$ cat src/bt_link_pkg.sv
package bt_link_pkg;

  ////////////////////
  // link state
  ////////////////////

  typedef enum logic [1:0] {
    idle         = 2'd0,
    page_scan    = 2'd1,
    inquiry_scan = 2'd2,
    connection   = 2'd3
  } link_state_t;

  ////////////////////
  // access codes
  ////////////////////

  // full 64-bit sync word
  typedef logic [63:0] syncword_t;

  // allowed bit errors per sync word
  typedef logic [5:0] corr_thr_t;

  ////////////////////
  // device address
  ////////////////////

  typedef logic [23:0] bd_lap_t;
  typedef logic [7:0]  bd_uap_t;

  // uap[3:0] on top of the lap
  typedef logic [27:0] hop_addr_t;

endpackage

$ cat src/bt_timing_pkg.sv
package bt_timing_pkg;

  ////////////////////
  // clock rates
  ////////////////////

  // clk_6M cycles in one microsecond
  localparam int CYCLES_PER_US = 6;

  // 312.5 us at 6 MHz
  localparam int HALF_SLOT_CYCLES = 1875;

  ////////////////////
  // clock types
  ////////////////////

  // native clock, one count per half slot
  typedef logic [27:0] clkn_t;

  // scan interval and window, in slots
  typedef logic [15:0] slot_cnt_t;

endpackage
$ cat src/bt_rx_top.sv
`timescale 1ns/100ps

module bt_rx_top #(
  parameter int cycles_per_us = bt_timing_pkg::CYCLES_PER_US
) (
  input  logic                      clk_6M,
  input  logic                      rstz,
  input  logic                      rxbit,
  input  logic                      page_scan_enable,
  input  logic                      page_scan_cancel,
  input  logic                      inquiry_scan_enable,
  input  logic                      inquiry_scan_cancel,
  input  logic                      conn_detach,
  input  bt_timing_pkg::slot_cnt_t  scan_interval,
  input  bt_timing_pkg::slot_cnt_t  scan_window,
  input  bt_link_pkg::corr_thr_t    corr_threshold,
  input  bt_link_pkg::syncword_t    syncword_dac,
  input  bt_link_pkg::syncword_t    syncword_giac,
  input  bt_link_pkg::syncword_t    syncword_cac,
  input  bt_link_pkg::bd_lap_t      my_lap,
  input  bt_link_pkg::bd_lap_t      giac_lap,
  input  bt_link_pkg::bd_lap_t      master_lap,
  input  bt_link_pkg::bd_uap_t      my_uap,
  input  bt_link_pkg::bd_uap_t      giac_uap,
  input  bt_link_pkg::bd_uap_t      master_uap,
  output bt_timing_pkg::clkn_t      clkn,
  output bt_link_pkg::link_state_t  link_state,
  output logic                      scan_active,
  output logic                      inquiry_hit_p,
  output bt_link_pkg::hop_addr_t    hop_addr
);

  import bt_link_pkg::*;

  logic      p_1us;
  logic      slot_p;
  logic      rx_sample;
  logic      corr_en;
  logic      sync_hit_p;
  syncword_t expected_word;

  ////////////////////
  // datapath
  ////////////////////

  bt_clock #(
    .cycles_per_us (cycles_per_us)
  ) bt_clock_inst (
    .clk_6M (clk_6M),
    .rstz   (rstz),
    .p_1us  (p_1us),
    .slot_p (slot_p),
    .clkn   (clkn)
  );

  rx_bit_sampler rx_bit_sampler_inst (
    .clk_6M    (clk_6M),
    .rstz      (rstz),
    .rxbit     (rxbit),
    .p_1us     (p_1us),
    .rx_sample (rx_sample)
  );

  sync_correlator sync_correlator_inst (
    .clk_6M         (clk_6M),
    .rstz           (rstz),
    .p_1us          (p_1us),
    .rx_sample      (rx_sample),
    .corr_en        (corr_en),
    .expected_word  (expected_word),
    .corr_threshold (corr_threshold),
    .sync_hit_p     (sync_hit_p)
  );

  ////////////////////
  // control
  ////////////////////

  link_ctrl link_ctrl_inst (
    .clk_6M              (clk_6M),
    .rstz                (rstz),
    .slot_p              (slot_p),
    .sync_hit_p          (sync_hit_p),
    .page_scan_enable    (page_scan_enable),
    .page_scan_cancel    (page_scan_cancel),
    .inquiry_scan_enable (inquiry_scan_enable),
    .inquiry_scan_cancel (inquiry_scan_cancel),
    .conn_detach         (conn_detach),
    .scan_interval       (scan_interval),
    .scan_window         (scan_window),
    .syncword_dac        (syncword_dac),
    .syncword_giac       (syncword_giac),
    .syncword_cac        (syncword_cac),
    .my_lap              (my_lap),
    .giac_lap            (giac_lap),
    .master_lap          (master_lap),
    .my_uap              (my_uap),
    .giac_uap            (giac_uap),
    .master_uap          (master_uap),
    .link_state          (link_state),
    .corr_en             (corr_en),
    .scan_active         (scan_active),
    .inquiry_hit_p       (inquiry_hit_p),
    .expected_word       (expected_word),
    .hop_addr            (hop_addr)
  );

endmodule

$ cat src/link_ctrl.sv
`timescale 1ns/100ps

module link_ctrl (
  input  logic                      clk_6M,
  input  logic                      rstz,
  input  logic                      slot_p,
  input  logic                      sync_hit_p,
  input  logic                      page_scan_enable,
  input  logic                      page_scan_cancel,
  input  logic                      inquiry_scan_enable,
  input  logic                      inquiry_scan_cancel,
  input  logic                      conn_detach,
  input  bt_timing_pkg::slot_cnt_t  scan_interval,
  input  bt_timing_pkg::slot_cnt_t  scan_window,
  input  bt_link_pkg::syncword_t    syncword_dac,
  input  bt_link_pkg::syncword_t    syncword_giac,
  input  bt_link_pkg::syncword_t    syncword_cac,
  input  bt_link_pkg::bd_lap_t      my_lap,
  input  bt_link_pkg::bd_lap_t      giac_lap,
  input  bt_link_pkg::bd_lap_t      master_lap,
  input  bt_link_pkg::bd_uap_t      my_uap,
  input  bt_link_pkg::bd_uap_t      giac_uap,
  input  bt_link_pkg::bd_uap_t      master_uap,
  output bt_link_pkg::link_state_t  link_state,
  output logic                      corr_en,
  output logic                      scan_active,
  output logic                      inquiry_hit_p,
  output bt_link_pkg::syncword_t    expected_word,
  output bt_link_pkg::hop_addr_t    hop_addr
);

  import bt_timing_pkg::*;
  import bt_link_pkg::*;

  link_state_t state_nxt;
  slot_cnt_t   slot_cnt;
  logic [16:0] slot_cnt_inc;
  logic        in_scan;

  ////////////////////
  // state machine
  ////////////////////

  always_comb
  begin
    state_nxt = link_state;
    case (link_state)
      idle:
        if (page_scan_enable)
          state_nxt = page_scan;
        else if (inquiry_scan_enable)
          state_nxt = inquiry_scan;
      page_scan:
        if (page_scan_cancel)
          state_nxt = idle;
        else if (sync_hit_p)
          state_nxt = connection;
      inquiry_scan:
        if (inquiry_scan_cancel)
          state_nxt = idle;
      connection:
        if (conn_detach)
          state_nxt = idle;
    endcase
  end

  always_ff @(posedge clk_6M or negedge rstz)
  begin
    if (!rstz)
      link_state <= idle;
    else
      link_state <= state_nxt;
  end

  // inquiry scan answers in place
  always_ff @(posedge clk_6M or negedge rstz)
  begin
    if (!rstz)
      inquiry_hit_p <= 1'b0;
    else
      inquiry_hit_p <= (link_state == inquiry_scan) & sync_hit_p;
  end

  ////////////////////
  // scan window
  ////////////////////

  assign in_scan      = (link_state == page_scan) || (link_state == inquiry_scan);
  assign slot_cnt_inc = {1'b0, slot_cnt} + 17'd1;

  // restarts on every state change, wraps at the interval
  always_ff @(posedge clk_6M or negedge rstz)
  begin
    if (!rstz)
      slot_cnt <= '0;
    else if (state_nxt != link_state)
      slot_cnt <= '0;
    else if (in_scan && slot_p)
    begin
      if (slot_cnt_inc >= {1'b0, scan_interval})
        slot_cnt <= '0;
      else
        slot_cnt <= slot_cnt_inc[15:0];
    end
  end

  assign scan_active = in_scan && (slot_cnt < scan_window);
  assign corr_en     = scan_active || (link_state == connection);

  ////////////////////
  // code and address select
  ////////////////////

  always_comb
  begin
    case (link_state)
      inquiry_scan:
      begin
        expected_word = syncword_giac;
        hop_addr      = {giac_uap[3:0], giac_lap};
      end
      connection:
      begin
        expected_word = syncword_cac;
        hop_addr      = {master_uap[3:0], master_lap};
      end
      // idle and page scan listen for our own address
      default:
      begin
        expected_word = syncword_dac;
        hop_addr      = {my_uap[3:0], my_lap};
      end
    endcase
  end

  property state_legal;
    @(posedge clk_6M) disable iff (!rstz)
      link_state inside {idle, page_scan, inquiry_scan, connection};
  endproperty

  a_state_legal : assert property (state_legal)
    else $error("link_state outside the legal set");

endmodule

$ cat src/sync_correlator.sv
`timescale 1ns/100ps

module sync_correlator (
  input  logic                     clk_6M,
  input  logic                     rstz,
  input  logic                     p_1us,
  input  logic                     rx_sample,
  input  logic                     corr_en,
  input  bt_link_pkg::syncword_t   expected_word,
  input  bt_link_pkg::corr_thr_t   corr_threshold,
  output logic                     sync_hit_p
);

  import bt_link_pkg::*;

  localparam int word_w = $bits(syncword_t);
  localparam int cnt_w  = $clog2(word_w + 1);

  syncword_t        shift_reg;
  logic [cnt_w-1:0] sample_cnt;
  logic [cnt_w-1:0] mismatch_cnt;
  logic             word_full;
  logic             p_1us_d;
  logic             eval_p;

  // number of set bits in a word
  function automatic logic [cnt_w-1:0] count_ones(input syncword_t v);
    logic [cnt_w-1:0] n;
    n = '0;
    for (int i = 0; i < word_w; i++)
    begin
      n = n + cnt_w'(v[i]);
    end
    return n;
  endfunction

  ////////////////////
  // receive shift
  ////////////////////

  // newest bit at the top, lsb-first word lines up after 64 samples
  always_ff @(posedge clk_6M)
  begin
    if (p_1us)
      shift_reg <= {rx_sample, shift_reg[word_w-1:1]};
  end

  assign word_full = (sample_cnt == cnt_w'(word_w));

  // samples since corr_en rose, saturates at one word
  always_ff @(posedge clk_6M or negedge rstz)
  begin
    if (!rstz)
      sample_cnt <= '0;
    else if (!corr_en || sync_hit_p)
      sample_cnt <= '0;
    else if (p_1us && !word_full)
      sample_cnt <= sample_cnt + 1'b1;
  end

  ////////////////////
  // compare
  ////////////////////

  always_ff @(posedge clk_6M or negedge rstz)
  begin
    if (!rstz)
    begin
      p_1us_d <= 1'b0;
      eval_p  <= 1'b0;
    end
    else
    begin
      p_1us_d <= p_1us;
      eval_p  <= p_1us_d & corr_en & word_full;
    end
  end

  always_ff @(posedge clk_6M)
  begin
    if (p_1us_d)
      mismatch_cnt <= count_ones(shift_reg ^ expected_word);
  end

  // two cycles after the tick that shifted the last bit in
  assign sync_hit_p = eval_p & corr_en & (mismatch_cnt <= {1'b0, corr_threshold});

  // a hit belongs to an enabled window and to a sample two cycles back
  property hit_needs_enable;
    @(posedge clk_6M) disable iff (!rstz)
      sync_hit_p |-> corr_en && $past(p_1us, 2);
  endproperty

  a_hit_needs_enable : assert property (hit_needs_enable)
    else $error("sync_hit_p without corr_en or out of step with p_1us");

endmodule

$ cat src/rx_bit_sampler.sv
`timescale 1ns/100ps

module rx_bit_sampler (
  input  logic clk_6M,
  input  logic rstz,
  input  logic rxbit,
  input  logic p_1us,
  output logic rx_sample
);

  // two-stage guard against the asynchronous line
  logic [1:0] rxbit_meta;

  ////////////////////
  // resync
  ////////////////////

  always_ff @(posedge clk_6M or negedge rstz)
  begin
    if (!rstz)
      rxbit_meta <= 2'b00;
    else
      rxbit_meta <= {rxbit_meta[0], rxbit};
  end

  ////////////////////
  // 1 us sample
  ////////////////////

  // holds its value between ticks
  always_ff @(posedge clk_6M or negedge rstz)
  begin
    if (!rstz)
      rx_sample <= 1'b0;
    else if (p_1us)
      rx_sample <= rxbit_meta[1];
  end

endmodule

$ cat src/bt_clock.sv
`timescale 1ns/100ps

module bt_clock #(
  parameter int cycles_per_us = bt_timing_pkg::CYCLES_PER_US
) (
  input  logic                 clk_6M,
  input  logic                 rstz,
  output logic                 p_1us,
  output logic                 slot_p,
  output bt_timing_pkg::clkn_t clkn
);

  import bt_timing_pkg::*;

  localparam int us_w = $clog2(cycles_per_us + 1);
  localparam int hs_w = $clog2(HALF_SLOT_CYCLES);

  logic [us_w-1:0] us_cnt;
  logic [hs_w-1:0] hs_cnt;
  logic            hs_end;

  ////////////////////
  // 1 us tick
  ////////////////////

  // high while the divider sits on its top value
  assign p_1us = (us_cnt == us_w'(cycles_per_us - 1));

  always_ff @(posedge clk_6M or negedge rstz)
  begin
    if (!rstz)
      us_cnt <= '0;
    else if (p_1us)
      us_cnt <= '0;
    else
      us_cnt <= us_cnt + 1'b1;
  end

  ////////////////////
  // native clock
  ////////////////////

  // last cycle of a half slot
  assign hs_end = (hs_cnt == hs_w'(HALF_SLOT_CYCLES - 1));

  always_ff @(posedge clk_6M or negedge rstz)
  begin
    if (!rstz)
    begin
      hs_cnt <= '0;
      clkn   <= '0;
    end
    else if (hs_end)
    begin
      hs_cnt <= '0;
      clkn   <= clkn + 1'b1;
    end
    else
    begin
      hs_cnt <= hs_cnt + 1'b1;
    end
  end

  // odd clkn about to turn even, so a new slot starts
  assign slot_p = hs_end & clkn[0];

  // tick must stay a single-cycle strobe
  property p_1us_single;
    @(posedge clk_6M) disable iff (!rstz)
      p_1us |=> !p_1us;
  endproperty

  a_p_1us_single : assert property (p_1us_single)
    else $error("p_1us high on two consecutive cycles");

endmodule

$ cat config.mk
export PLATFORM = sky130hd
export DESIGN_NAME = bt_rx_top
export DESIGN_NICKNAME = d
export VERILOG_FILES = /design/src/bt_link_pkg.sv /design/src/bt_timing_pkg.sv /design/src/bt_rx_top.sv /design/src/link_ctrl.sv /design/src/sync_correlator.sv /design/src/rx_bit_sampler.sv /design/src/bt_clock.sv
export SDC_FILE = /design/constraint.sdc
export NUM_CORES = 1
export LEC_CHECK = 0
export BUFFER_PORTS_ARGS = -buffer_cell sky130_fd_sc_hd__buf_2
export CELL_PAD_IN_SITES_DETAIL_PLACEMENT = 1
export CELL_PAD_IN_SITES_GLOBAL_PLACEMENT = 1
export CORE_MARGIN = 4
export CORE_UTILIZATION = 41
export DETAILED_ROUTE_END_ITERATION = 8
export PLACE_DENSITY_LB_ADDON = 0.25
export SYNTH_ARGS = -nofsm -noshare
export SYNTH_HDL_FRONTEND = slang
export SYNTH_SLANG_ARGS = --single-unit
export TNS_END_PERCENT = 20
$ cat constraint.sdc
create_clock -name clk_6M -period 19.5 [get_ports clk_6M]
set_input_delay 1.95 -clock clk_6M [delete_from_list [all_inputs] [get_ports clk_6M]]
set_output_delay 1.95 -clock clk_6M [all_outputs]
set_load 0.02 [all_outputs]
== After elaboration in Yosys (flattened, before gate mapping) ==
Index checks and enable logic that the tools add are counted.

* Register bits: 144
* Output and inout bits: 60

* $add $sub $neg: 68
* Magnitude comparators: 3
* Equality and inequality tests: 7
* Muxes and demuxes: 16
* Bitwise logic cells: 7
* Reduce and logical (&&, ||, !) cells: 11

{| class="wikitable"
|+ Operators by type and width
! kind !! count
|-
| 7-bit by 1-bit adder with 7-bit output || 62
|-
| 64-bit case mux with 2 select lines || 1
|-
| 64-bit XOR || 1
|-
| 28-bit case mux with 2 select lines || 1
|-
| 16-bit 2-to-1 mux || 3
|-
| 28-bit by 1-bit adder with 28-bit output (second input constant) || 1
|-
| 16-bit by 1-bit adder with 17-bit output (second input constant) || 1
|-
| 17-bit by 16-bit >= comparator with 1-bit output || 1
|-
| 16-bit < comparator || 1
|-
| 7-bit 2-to-1 mux || 2
|-
| 2-bit 2-to-1 mux || 6
|-
| 11-bit by 1-bit adder with 11-bit output (second input constant) || 1
|-
| 11-bit equality test (second input constant) || 1
|-
| 11-bit 2-to-1 mux || 1
|-
| 2-bit case mux with 4 select lines || 1
|-
| 7-bit by 1-bit adder with 7-bit output (second input constant) || 1
|-
| 7-bit equality test (second input constant) || 1
|-
| 7-bit by 6-bit <= comparator with 1-bit output || 1
|-
| 1-bit bitwise AND || 6
|-
| 2-bit equality test (second input constant) || 2
|-
| 2-bit nonzero test || 2
|-
| 3-bit by 1-bit adder with 3-bit output (second input constant) || 1
|-
| 3-bit equality test (second input constant) || 1
|-
| 1-bit logical AND || 3
|-
| 7 further kinds || 10
|}

== Longest topological paths before layout ==
Gate-level depths: netlist of the first run.

* Depth after elaboration: 66
* Gate-level depth with buffers: 28
* Gate-level depth less buffers: 26

== Modules after synthesis ==
From an unflattened synthesis of the first run, not the netlist that was laid out.

* Cell total of the unflattened synthesis: 1068
* Area total of the unflattened synthesis: 10508.8 um2

{| class="wikitable"
|+ Modules (own cells, without submodules)
! module !! instances !! cells each !! area an instance (um2) !! sequential area each (um2)
|-
| sync_correlator || 1 || 346 || 4883.4 || 2357.3
|-
| link_ctrl || 1 || 547 || 3627.2 || 475.5
|-
| bt_clock || 1 || 171 || 1908.1 || 1051.0
|-
| rx_bit_sampler || 1 || 4 || 90.1 || 75.1
|}

== Worst setup path after synthesis of the first run ==
No wires, ideal clock.

* Kind: input -> register
* Start point: input syncword_dac[0]
* End point: register sync_correlator_inst.mismatch_cnt[6] (data pin)
* Arrival: 8.314 ns
* Slack: 11.057 ns
* Cell stages on the path: 21
* Buffers on the path: 0
* Cell sequence: nor2b_1 > a311oi_1 > a21oi_1 > xor2_1 > ha_1 > fa_1 > fa_1 > fa_1 > fa_1 > fa_1 > fa_1 > inv_1 > fa_1 > fa_1 > fa_1 > fa_1 > nor2b_1 > o21ai_0 > nand2b_1 > a21o_1 > a21o_1

* Word-level cells in the longest chain between the ends: 65

{| class="wikitable"
|+ RTL lines
! item !! line !! source
|-
| start: declaration || bt_rx_top.sv:17 || <nowiki>input bt_link_pkg::syncword_t syncword_dac,</nowiki>
|-
| 64-bit case mux with 2 select lines || link_ctrl.sv:116 || <nowiki>case (link_state)</nowiki>
|-
| 64-bit XOR || sync_correlator.sv:82 || <nowiki>mismatch_cnt <= count_ones(shift_reg ^ expected_word);</nowiki>
|-
| 1-bit by 1-bit adder with 2-bit output || sync_correlator.sv:32 || <nowiki>n = n + cnt_w'(v[i]);</nowiki>
|-
| 7-bit by 1-bit adder with 7-bit output (62 in a row) || sync_correlator.sv:32 ||
|-
| end signal: assignment || sync_correlator.sv:82 ||
|-
| end: declaration || sync_correlator.sv:21 || <nowiki>logic [cnt_w-1:0] mismatch_cnt;</nowiki>
|}

Every way passes these cells.
A chain may end at the register's enable or synchronous reset.

== Final worst setup path of the first run ==
* Start point: register link_ctrl_inst.link_state[0]
* End point: register sync_correlator_inst.mismatch_cnt[6] (data pin)

* Word-level cells in the longest chain between the ends: 66
* Elaborated cells between the ends (all ways): 67
* Classes of those cells: add/sub (63); eq/ne (2); mux (1); bitwise (1)

{| class="wikitable"
|+ RTL lines
! item !! line !! source
|-
| start: declaration || link_ctrl.sv:24 || <nowiki>output bt_link_pkg::link_state_t link_state,</nowiki>
|-
| start signal: assignment || link_ctrl.sv:70 || <nowiki>link_state <= idle;</nowiki>
|-
| start signal: assignment || link_ctrl.sv:72 || <nowiki>link_state <= state_nxt;</nowiki>
|-
| 2-bit equality test || link_ctrl.sv:116 ||
|-
| 64-bit case mux with 2 select lines * || link_ctrl.sv:116 ||
|-
| 64-bit XOR * || sync_correlator.sv:82 ||
|-
| 1-bit by 1-bit adder with 2-bit output || sync_correlator.sv:32 ||
|-
| 7-bit by 1-bit adder with 7-bit output (61 in a row) || sync_correlator.sv:32 ||
|-
| 7-bit by 1-bit adder with 7-bit output * || sync_correlator.sv:32 ||
|}

Mark *: on every way between the ends. The rest lies on a longest branch, timed or not.

==> out/results.tsv, run 1 <==
stage	metric	value	unit
run_status	status	finished, final reports clean	
sta	Period Utilization, post-route	48.5	%
worst_setup_path	Max FO, Critical Path	84	
clock_network	CTS Hold Bufs	0	
sta	Final Setup Violations	0	
global_routing	vias in the first global route	10800	
layout	Ant. Diodes	0	
yosys	post-synthesis sequential area ratio	34.5	%
sta	setup ws final	10.04	ns
layout	Nets	1992	
route	Routed Antenna Nets	0	
yosys	Top FF cell, synth	dfrtp_1	
die	Die X	175	um
flow_run	max cap viols	0	
sta	Slew HR	31.8	%
yosys	top-count cell post-synth	a21oi_1	
route	DR vias	10400	
die	IO Pins	394	
place	Post-DP Area	13700	um2
die	Vert. Die Dim	175	um
yosys	ys async rst share	50.7	%
worst_setup_path	slowest CP cell	buf_4	
sta	actual slew at the worst max-slew pin	1.02	ns
global_routing	largest net degree at the start of global routing	92	
route	vias per cell	5.41	
place	I/O Buffers	381	
place	GP Congestion	0.872	
layout	share of post-route cells with drive strength above 1	27.9	%
clock_network	htree depth	4	
worst_hold_path	worst hold-check path type	register to register	
clock_network	# resized after CTS	0	
layout	Fill cells	3257	
yosys	top post-synthesis cells by count	198 x a21oi_1, 101 x nor2b_1, 94 x inv_1	
clock_network	clk buf depth	2	
route	routed len/inst	19.4	um
place	Post-DP HPWL	28900	um
sta	Worst Clk Skew	0.0140	ns
yosys	synthesized net count	1651	
global_routing	initial antenna violation count	1	
route	Iter 0 DRT Violations	477	
clock_network	CTS root buffer	clkbuf_16	
clock_network	Clock Latency Late Sink	0.43	ns
worst_setup_path	CP most frequent cell	fa_1	
yosys	Area contributors post-synth	edfxtp_1 19%, dfrtp_1 16%, fa_1 9.4%	
yosys	syn avg cell area	9.56	um2
place	Place WS	10.10	ns
worst_setup_path	Worst EP required	19.80	ns
global_routing	first-pass GRT wire length	58200	um
yosys	Netlist cell types	60	
yosys	largest area contributor in the netlist	edfxtp_1	
sta	Achievable Freq	106	MHz
route	drt first pass iters	5	
worst_setup_path	largest stage delay on the critical path	0.77	ns
die	die area	30700	um2
clock_network	CTS Buf Count	17	
sta	setup_tns	0	ns
worst_setup_path	CP arrival	9.76	ns
layout	footprint of the multi-input gates	6920	um2
die	CORE AREA	27300	um2
yosys	Yosys Warn Count	0	
clock_network	setup bufs post-CTS	0	
clock_network	CTS tree	done	
yosys	Post-synth EDFFs	71	
route	DRC	0	
clock_network	Worst-path clk slew	0.07	ns
sta	RSZ-0062 raised after global routing	false	
worst_setup_path	CP Class	register to register	
place	DP Cell Count	1893	
sta	Final Max Slew Viols	0	
sta	Final min period	9.46	ns
yosys	Synth Cell Area	11500	um2
layout	Cell Count, Final, Fillers Out	1925	
worst_setup_path	CP Launch Type	register	
die	initial core utilization	42.0	%
global_routing	GRT Total Usage	23.7	%
sta	final-report hold violation count	0	
route	WL final	37400	um
layout	max reg flops	64	
yosys	cells after synthesis	1199	
layout	Reg area	3960	um2
die	FP Rows	60	
layout	synthesis-to-finish area growth	24.4	%
global_routing	grt ovf	0	
worst_setup_path	Crit. End Element	register	
yosys	Synth top area share	18.6	%
layout	final instance area	14300	um2
yosys	#FFs+latches synth	144	
clock_network	clk sinks	144	
-- path summary, 6_finish.rpt --
kind	startpoint	endpoint	slack (ns)	depth (start not counted)
setup / recovery	link_ctrl_inst.link_state[0]	sync_correlator_inst.mismatch_cnt[6]	10.04	27
hold / removal	rx_bit_sampler_inst.rxbit_meta[0]	rx_bit_sampler_inst.rxbit_meta[1]	0.35	0
setup reg to reg	link_ctrl_inst.link_state[0]	sync_correlator_inst.mismatch_cnt[6]	10.04	27
min in group asynchronous	rstz	bt_clock_inst.clkn[8]	1.75	2
max in group asynchronous	rstz	link_ctrl_inst.slot_cnt[11]	17.10	2
hold reg to reg	rx_bit_sampler_inst.rxbit_meta[0]	rx_bit_sampler_inst.rxbit_meta[1]	0.35	0
-- layer usage --
layer	wire length [um]	GRT usage, %	part of all wire (%)	vias to the layer above
met1	15900	30.9	43	5060
met2	18500	40.7	50	315
met4	727	5.66	1.9	2
met3	2220	4.65	5.9	49
met5	13	0	0.035	-
li1	-	-	-	4993
-- kinds of logic (layout without fill, tap and decap cells) --
group | Yosys count | after routing | synth area share (%)
XOR/XNOR | 118 | 118 | 9.02
multiplexers | 3 | 3 | 0.284
AO/OA/AOI/OAI | 347 | 347 | 19.4
buffers and inverters | 163 | 517 | 5.45
flip-flops | 144 | 144 | 34.5
adder cells (fa/ha/maj) | 118 | 118 | 16.4
AND/OR/NAND/NOR | 306 | 306 | 14.9
-- area by class of cell --
class	count	area share, %
clock inverters	15	1.07
clock buffers	17	2.99
inverters	95	2.50
repair buffers	390	13.9
well taps	372	3.27
flip-flops and latches	144	27.8
multi-input cells	892	48.5
-- per-stage QoR --
stage | util (%) | hold slack [ns]
after floorplan | - | 0.331
after global placement | 50.2 | 0.336
after detailed placement | 50.2 | 0.337
after CTS | 52.3 | 0.351
after global routing | 52.3 | 0.359
final | 52.3 | 0.348
-- worst max-delay path, delay by kind of cell, from the launching register on --
kind / cells / cell delay, ns
xor+xnor: 1 / 0.29
simple gates: 3 / 0.40
compound gates: 5 / 0.85
buf+inv: 7 / 1.93
flops: 1 / 0.49
fa+ha+maj: 11 / 5.31
-- placed cells by master (no fill, tap or decap), types with 4 or more instances in the layout --
cell type and count:
xnor2_1 66, or2_1 5, nand2_1 50, nor2b_1 101, and2_1 7, inv_8 5, fa_1 54, nand3_1 39
edfxtp_1 71, buf_4 9, a21o_1 6, dfrtp_1 73, ha_1 61, inv_1 94, and4_1 8, nand4_1 15
o211ai_1 5, and3_1 11, buf_2 381, nor2_1 38, o21ai_1 4, a311oi_1 88, nor3_1 5, a21oi_1 198
o21ai_0 20, xor2_1 52, nand2b_1 9, clkbuf_16 17, a31oi_1 4
Power of run 1 is left out: the tool's default activity adds up to more than one toggle a clock period on the data nets, which glitch-free logic cannot reach.
==> run 2, diff against run 1 <==
--- a/config.mk
+++ b/config.mk
@@ -5,11 +5,12 @@
 export SDC_FILE = /design/constraint.sdc
 export NUM_CORES = 1
 export LEC_CHECK = 0
+export ABC_AREA = 1
 export BUFFER_PORTS_ARGS = -buffer_cell sky130_fd_sc_hd__buf_2
 export CELL_PAD_IN_SITES_DETAIL_PLACEMENT = 1
 export CELL_PAD_IN_SITES_GLOBAL_PLACEMENT = 1
 export CORE_MARGIN = 4
-export CORE_UTILIZATION = 41
+export CORE_UTILIZATION = 37
 export DETAILED_ROUTE_END_ITERATION = 8
 export PLACE_DENSITY_LB_ADDON = 0.25
 export SYNTH_ARGS = -nofsm -noshare
==> constraint.sdc (replaced) <==
create_clock -name clk_6M -period 9.87 [get_ports clk_6M]
set_input_delay 0.987 -clock clk_6M [delete_from_list [all_inputs] [get_ports clk_6M]]
set_output_delay 0.987 -clock clk_6M [all_outputs]
set_load 0.02 [all_outputs]
==> out/results.tsv, run 2 <==
stage	metric	value	unit
worst_setup_path	Max FO, Critical Path	76	
place	I/O Buffers	381	
layout	Fill cells	3576	
sta	Final Setup Violations	0	
yosys	Post-synth EDFFs	71	
layout	most frequent cells in the layout	380 x buf_2, 232 x nand2_1, 173 x inv_1	
global_routing	GRT Total Usage	22.6	%
clock_network	Worst-path clk slew	0.06	ns
clock_network	clk buf depth	2	
clock_network	Clock Latency Late Sink	0.42	ns
sta	Final min period	8.48	ns
route	Iter 0 DRT Violations	486	
global_routing	vias in the first global route	10500	
clock_network	clk sinks	144	
sta	actual slew at the worst max-slew pin	0.970	ns
yosys	cells after synthesis	1225	
yosys	top post-synthesis cells by count	232 x nand2_1, 173 x inv_1, 103 x nor2_1	
layout	commonest non-fill, non-tap cell in the layout	buf_2	
route	drt first pass iters	5	
yosys	Netlist cell types	45	
yosys	Area contributors post-synth	edfxtp_1 20%, dfrtp_1 17%, fa_1 10%	
yosys	syn avg cell area	8.86	um2
sta	Slew HR	35.4	%
yosys	Top FF cell, synth	dfrtp_1	
die	FP Rows	62	
global_routing	global-route met2 utilization	38.6	%
global_routing	grt ovf	0	
sta	final-report hold violation count	0	
layout	Cell Count, Final, Fillers Out	1991	
yosys	post-synthesis sequential area ratio	36.5	%
place	GP Congestion	0.835	
sta	Final Max Slew Viols	0	
worst_setup_path	CP Class	register to register	
sta	Worst Clk Skew	0.0144	ns
global_routing	largest net degree at the start of global routing	77	
clock_network	setup bufs post-CTS	0	
route	DR vias	9930	
place	Post-DP HPWL	31000	um
clock_network	# resized after CTS	0	
yosys	Synth Cell Area	10900	um2
layout	final instance area	13800	um2
yosys	synthesized net count	1677	
yosys	Synth top area share	19.6	%
worst_setup_path	CP Launch Type	register	
die	Vert. Die Dim	179	um
flow_run	max cap viols	0	
clock_network	htree depth	4	
place	DP Cell Count	1956	
die	Die X	179	um
layout	synthesis-to-finish area growth	26.9	%
route	WL final	38000	um
global_routing	initial antenna violation count	5	
yosys	largest area contributor in the netlist	edfxtp_1	
global_routing	gr busiest metal	met2	
worst_setup_path	R2R Path Start	link_ctrl_inst.link_state[0]	
layout	max reg flops	64	
worst_hold_path	worst hold-check path type	register to register	
clock_network	CTS Buf Count	17	
sta	RSZ-0062 raised after global routing	false	
clock_network	CTS root buffer	clkbuf_16	
yosys	top-count cell post-synth	nand2_1	
worst_setup_path	CP arrival	8.76	ns
global_routing	first-pass GRT wire length	56100	um
route	DRC	0	
die	die area	32100	um2
route	vias per cell	4.99	
yosys	#FFs+latches synth	144	
clock_network	CTS tree	done	
die	IO Pins	394	
layout	share of post-route cells with drive strength above 1	28.7	%
worst_setup_path	Worst EP required	10.15	ns
yosys	ys async rst share	50.7	%
worst_setup_path	CP startpoint	link_ctrl_inst.link_state[0]	
place	Post-DP Area	13200	um2
sta	Period Utilization, post-route	85.9	%
worst_hold_path	HP Start	rx_bit_sampler_inst.rxbit_meta[0]	
die	initial core utilization	37.6	%
die	CORE AREA	28900	um2
layout	Nets	2043	
worst_setup_path	Crit. End Element	register	
global_routing	GR Layer Usage met1	29.9	%
run_status	status	finished, final reports clean	
sta	Achievable Freq	118	MHz
yosys	Yosys Warn Count	0	
route	Routed Antenna Nets	0	
sta	setup_tns	0	ns
route	routed len/inst	19.1	um
global_routing	met3 usage	4.53	%
clock_network	CTS Hold Bufs	0	
## run 2: changes by cell type after synthesis, sizes merged, moves of 24 or more
cell,previous run,this run
nor2,38,112
clkbuf,59,28
nand2,50,235
nand3,39,87
inv,95,181
a21oi,198,28
xnor2,66,42
a221oi,1,39
nor2b,101,0
a311oi,89,0
a22oi,3,40
## run 2: through the flow
stage	worst slack, ns	util, %	hold WS (ns)
finish	1.39	47.7	0.352
global placement	1.60	45.7	0.336
floorplan	1.99	-	0.331
detailed placement	1.42	45.7	0.336
CTS	1.32	47.7	0.353
global route	0.974	47.7	0.364
## run 2: logic make-up after synthesis
group                      after synthesis  share of synthesized area, %
AOI/OAI and AO/OA                      149                          9.70
xor gates and xnor gates               105                          8.47
adders and majority gates              118                          17.3
buffers and inverters                  225                          7.87
DFF                                    144                          36.5
muxes                                    1                         0.104
and+or+nand+nor                        483                          20.0
## run 2: per-layer routing
layer / part of all wire, % / vias to the layer above
met1: 43 / 4865
met2: 50 / 247
met4: 1.6 / 6
met3: 5.3 / 35
met5: 0.10 / -
li1: - / 4777
## run 2: critical path: stages, from the launching register on
cell and delay, ns:
dfrtp_1 0.48, inv_1 0.19, ha_1 0.28, nor2_4 0.31
buf_12 0.33, buf_4 0.46, a22oi_1 0.12, nand2_1 0.18
xnor2_1 0.11, fa_1 0.50, inv_1 0.07, fa_1 0.54
fa_1 0.44, fa_1 0.54, fa_1 0.53, fa_1 0.57
inv_1 0.06, fa_1 0.51, fa_1 0.55, fa_1 0.50
fa_1 0.43, o21ai_0 0.30, a21oi_1 0.11, o21bai_1 0.13
## run 2: area by class of cell
cell class	count	area [um2]	area share, %
tap	384	480	3.49
inverter	183	688	5.00
clock inverter	11	71.3	0.518
sequential	144	3960	28.7
clock buffer	21	504	3.66
antenna	3	7.51	0.0545
timing repair buffer	389	1980	14.4
multi-input combinational	856	6080	44.2
## run 2: path summary, 6_finish.rpt
kind,endpoint,slack (ns),cells after the start
setup reg to reg,sync_correlator_inst.mismatch_cnt[6],1.39,23
min in group asynchronous,bt_clock_inst.clkn[22],0.68,1
hold / removal,rx_bit_sampler_inst.rxbit_meta[1],0.35,0
hold reg to reg,rx_bit_sampler_inst.rxbit_meta[1],0.35,0
max in group asynchronous,sync_correlator_inst.sample_cnt[5],8.52,1
setup / recovery,sync_correlator_inst.mismatch_cnt[6],1.39,23
Power of run 2 is left out for the same reason.
==> run 3, diff against run 2 <==
--- a/config.mk
+++ b/config.mk
@@ -13,7 +13,9 @@
 export CORE_UTILIZATION = 37
 export DETAILED_ROUTE_END_ITERATION = 8
 export PLACE_DENSITY_LB_ADDON = 0.25
+export SLEW_MARGIN = 25
 export SYNTH_ARGS = -nofsm -noshare
 export SYNTH_HDL_FRONTEND = slang
+export SYNTH_HIERARCHICAL = 1
 export SYNTH_SLANG_ARGS = --single-unit
 export TNS_END_PERCENT = 20
==> out/results.tsv, run 3 <==
stage	metric	value	unit
run_status	status	finished, final reports clean	
die	initial core utilization	37.6	%
sta	Slew HR	38.5	%
clock_network	# resized after CTS	0	
route	routed len/inst	18.1	um
global_routing	largest net degree at the start of global routing	70	
worst_setup_path	CP Class	register to register	
die	Vert. Die Dim	179	um
route	DRC	0	
clock_network	clk sinks	144	
yosys	#FFs+latches synth	144	
sta	actual slew at the worst max-slew pin	0.922	ns
yosys	synthesized net count	1725	
global_routing	first-pass GRT wire length	55600	um
clock_network	CTS Hold Bufs	0	
flow_run	max cap viols	0	
route	DR top layer	met5	
worst_setup_path	Max FO, Critical Path	49	
worst_setup_path	Worst EP required	10.13	ns
worst_hold_path	Min-Delay Endpoint	rx_bit_sampler_inst/rxbit_meta[1]	
layout	share of post-route cells with drive strength above 1	27.1	%
yosys	syn avg cell area	8.51	um2
sta	Achievable Freq	120	MHz
worst_hold_path	Hold Crit Depth	0	
sta	Final Max Slew Viols	0	
layout	most frequent cells in the layout	380 x buf_2, 378 x nand2_1, 179 x inv_1	
yosys	Synth Cell Area	10900	um2
yosys	post-synthesis sequential area ratio	36.5	%
die	Die X	179	um
worst_setup_path	R2R depth	25	
route	M1 WL	15600	um
yosys	top-count cell post-synth	nand2_1	
place	GP Congestion	0.942	
worst_hold_path	worst hold-check path type	register to register	
worst_setup_path	Crit. End Element	register	
route	Iter 0 DRT Violations	508	
die	CORE AREA	28900	um2
yosys	Top FF cell, synth	dfrtp_1	
clock_network	CTS tree	done	
clock_network	setup bufs post-CTS	0	
clock_network	CTS Buf Count	17	
route	DR vias	10100	
clock_network	htree depth	4	
die	FP Rows	62	
global_routing	GRT Total Usage	22.5	%
route	drt first pass iters	5	
sta	Final min period	8.32	ns
global_routing	grt ovf	0	
layout	synthesis-to-finish area growth	27.2	%
yosys	Post-synth EDFFs	71	
sta	setup_tns	0	ns
global_routing	initial antenna violation count	2	
place	Post-DP HPWL	30100	um
yosys	Yosys Warn Count	6	
layout	Fill cells	3575	
layout	Nets	2098	
sta	Worst Clk Skew	0.0150	ns
clock_network	clk buf depth	2	
die	IO Pins	394	
layout	Reg area	3960	um2
clock_network	Clock Latency Late Sink	0.43	ns
route	met2 WL	18800	um
route	WL final	37000	um
layout	footprint of the multi-input gates	6110	um2
worst_hold_path	HP Start	rx_bit_sampler_inst/rxbit_meta[0]	
place	I/O Buffers	381	
yosys	Area contributors post-synth	edfxtp_1 20%, dfrtp_1 17%, nand2_1 13%	
layout	commonest non-fill, non-tap cell in the layout	buf_2	
route	DR WL met3	1970	um
worst_setup_path	R2R Path Start	link_ctrl_inst/link_state[0]	
die	die area	32100	um2
route	Routed Antenna Nets	0	
sta	Period Utilization, post-route	84.3	%
worst_setup_path	CP Launch Type	register	
worst_setup_path	reg2reg end	sync_correlator_inst/mismatch_cnt[6]	
sta	Final Setup Violations	0	
sta	final-report hold violation count	0	
yosys	largest area contributor in the netlist	edfxtp_1	
yosys	Netlist cell types	37	
worst_setup_path	R2R Setup Slk	1.55	ns
sta	RSZ-0062 raised after global routing	false	
yosys	ys async rst share	50.7	%
yosys	top post-synthesis cells by count	378 x nand2_1, 179 x inv_1, 92 x a22oi_1	
clock_network	CTS root buffer	clkbuf_16	
route	vias per cell	4.91	
yosys	Synth top area share	19.6	%
global_routing	vias in the first global route	10400	
yosys	cells after synthesis	1275	
clock_network	Worst-path clk slew	0.06	ns
worst_setup_path	CP arrival	8.58	ns
layout	max reg flops	64	
==> run 3: kinds of logic after synthesis <==
family | Yosys count | share of synthesized area [%]
fa+ha+maj | 116 | 17.1
buf+inv | 216 | 7.64
simple gates | 558 | 21.8
xor+xnor | 103 | 8.31
flops | 144 | 36.5
compound gates | 138 | 8.65
==> run 3: how the worst max path moves through the flow <==
| stage | slack, ns | end | start | depth (start not counted) |
|---|---|---|---|---|
| floorplan | 2.60 | sync_correlator_inst/mismatch_cnt[4] | link_ctrl_inst/link_state[0] | 25 |
| CTS | 1.48 | sync_correlator_inst/mismatch_cnt[6] | link_ctrl_inst/link_state[0] | 23 |
| global placement | 1.69 | sync_correlator_inst/mismatch_cnt[6] | link_ctrl_inst/link_state[0] | 25 |
| finish | 1.55 | sync_correlator_inst/mismatch_cnt[6] | link_ctrl_inst/link_state[0] | 25 |
| global route | 1.11 | sync_correlator_inst/mismatch_cnt[6] | link_ctrl_inst/link_state[0] | 23 |
| detailed placement | 1.55 | sync_correlator_inst/mismatch_cnt[6] | link_ctrl_inst/link_state[0] | 25 |
==> run 3: cell type report <==
class	count	share of cell area [%]
Sequential cell	144	28.7
Inverter	182	4.97
Tap cell	384	3.48
Multi-Input combinational cell	915	44.2
Clock inverter	14	1.31
Antenna cell	1	0.0181
Timing Repair Buffer	388	14.2
Clock buffer	18	3.11
==> run 3: metal layers <==
layer,GRT usage [%],vias up
li1,-,4865
met1,27.6,4873
met2,41.1,281
met3,3.75,32
met4,5.81,2
met5,0,-
==> run 3: worst max-delay path, cell delays in order (launching register included) <==
cell and delay, ns:
dfrtp_1 0.52, inv_1 0.17, ha_4 0.39, nor2_4 0.52
buf_4 0.51, a22oi_1 0.13, nand2_1 0.22, xor2_1 0.25
fa_1 0.46, fa_1 0.50, fa_1 0.53, inv_1 0.06
fa_1 0.51, fa_1 0.51, inv_1 0.05, fa_1 0.47
inv_1 0.05, fa_1 0.50, fa_1 0.50, inv_1 0.07
ha_1 0.17, inv_1 0.06, fa_1 0.40, o21ai_0 0.28
a21oi_1 0.10, o21bai_1 0.16
==> run 3: per-stage QoR <==
stage | hold WS [ns] | area (um2) | instances | utilization [%] | setup slack, ns
after global routing | 0.380 | 13800 | 2046 | 47.8 | 1.11
final | 0.357 | 13800 | 2046 | 47.8 | 1.55
after CTS | 0.363 | 13800 | 2045 | 47.8 | 1.48
after floorplan | 0.331 | 10900 | 1275 | - | 2.60
after detailed placement | 0.346 | 13200 | 2013 | 45.7 | 1.55
after global placement | 0.339 | 13200 | 2013 | 45.7 | 1.69
Power of run 3 is left out for the same reason.
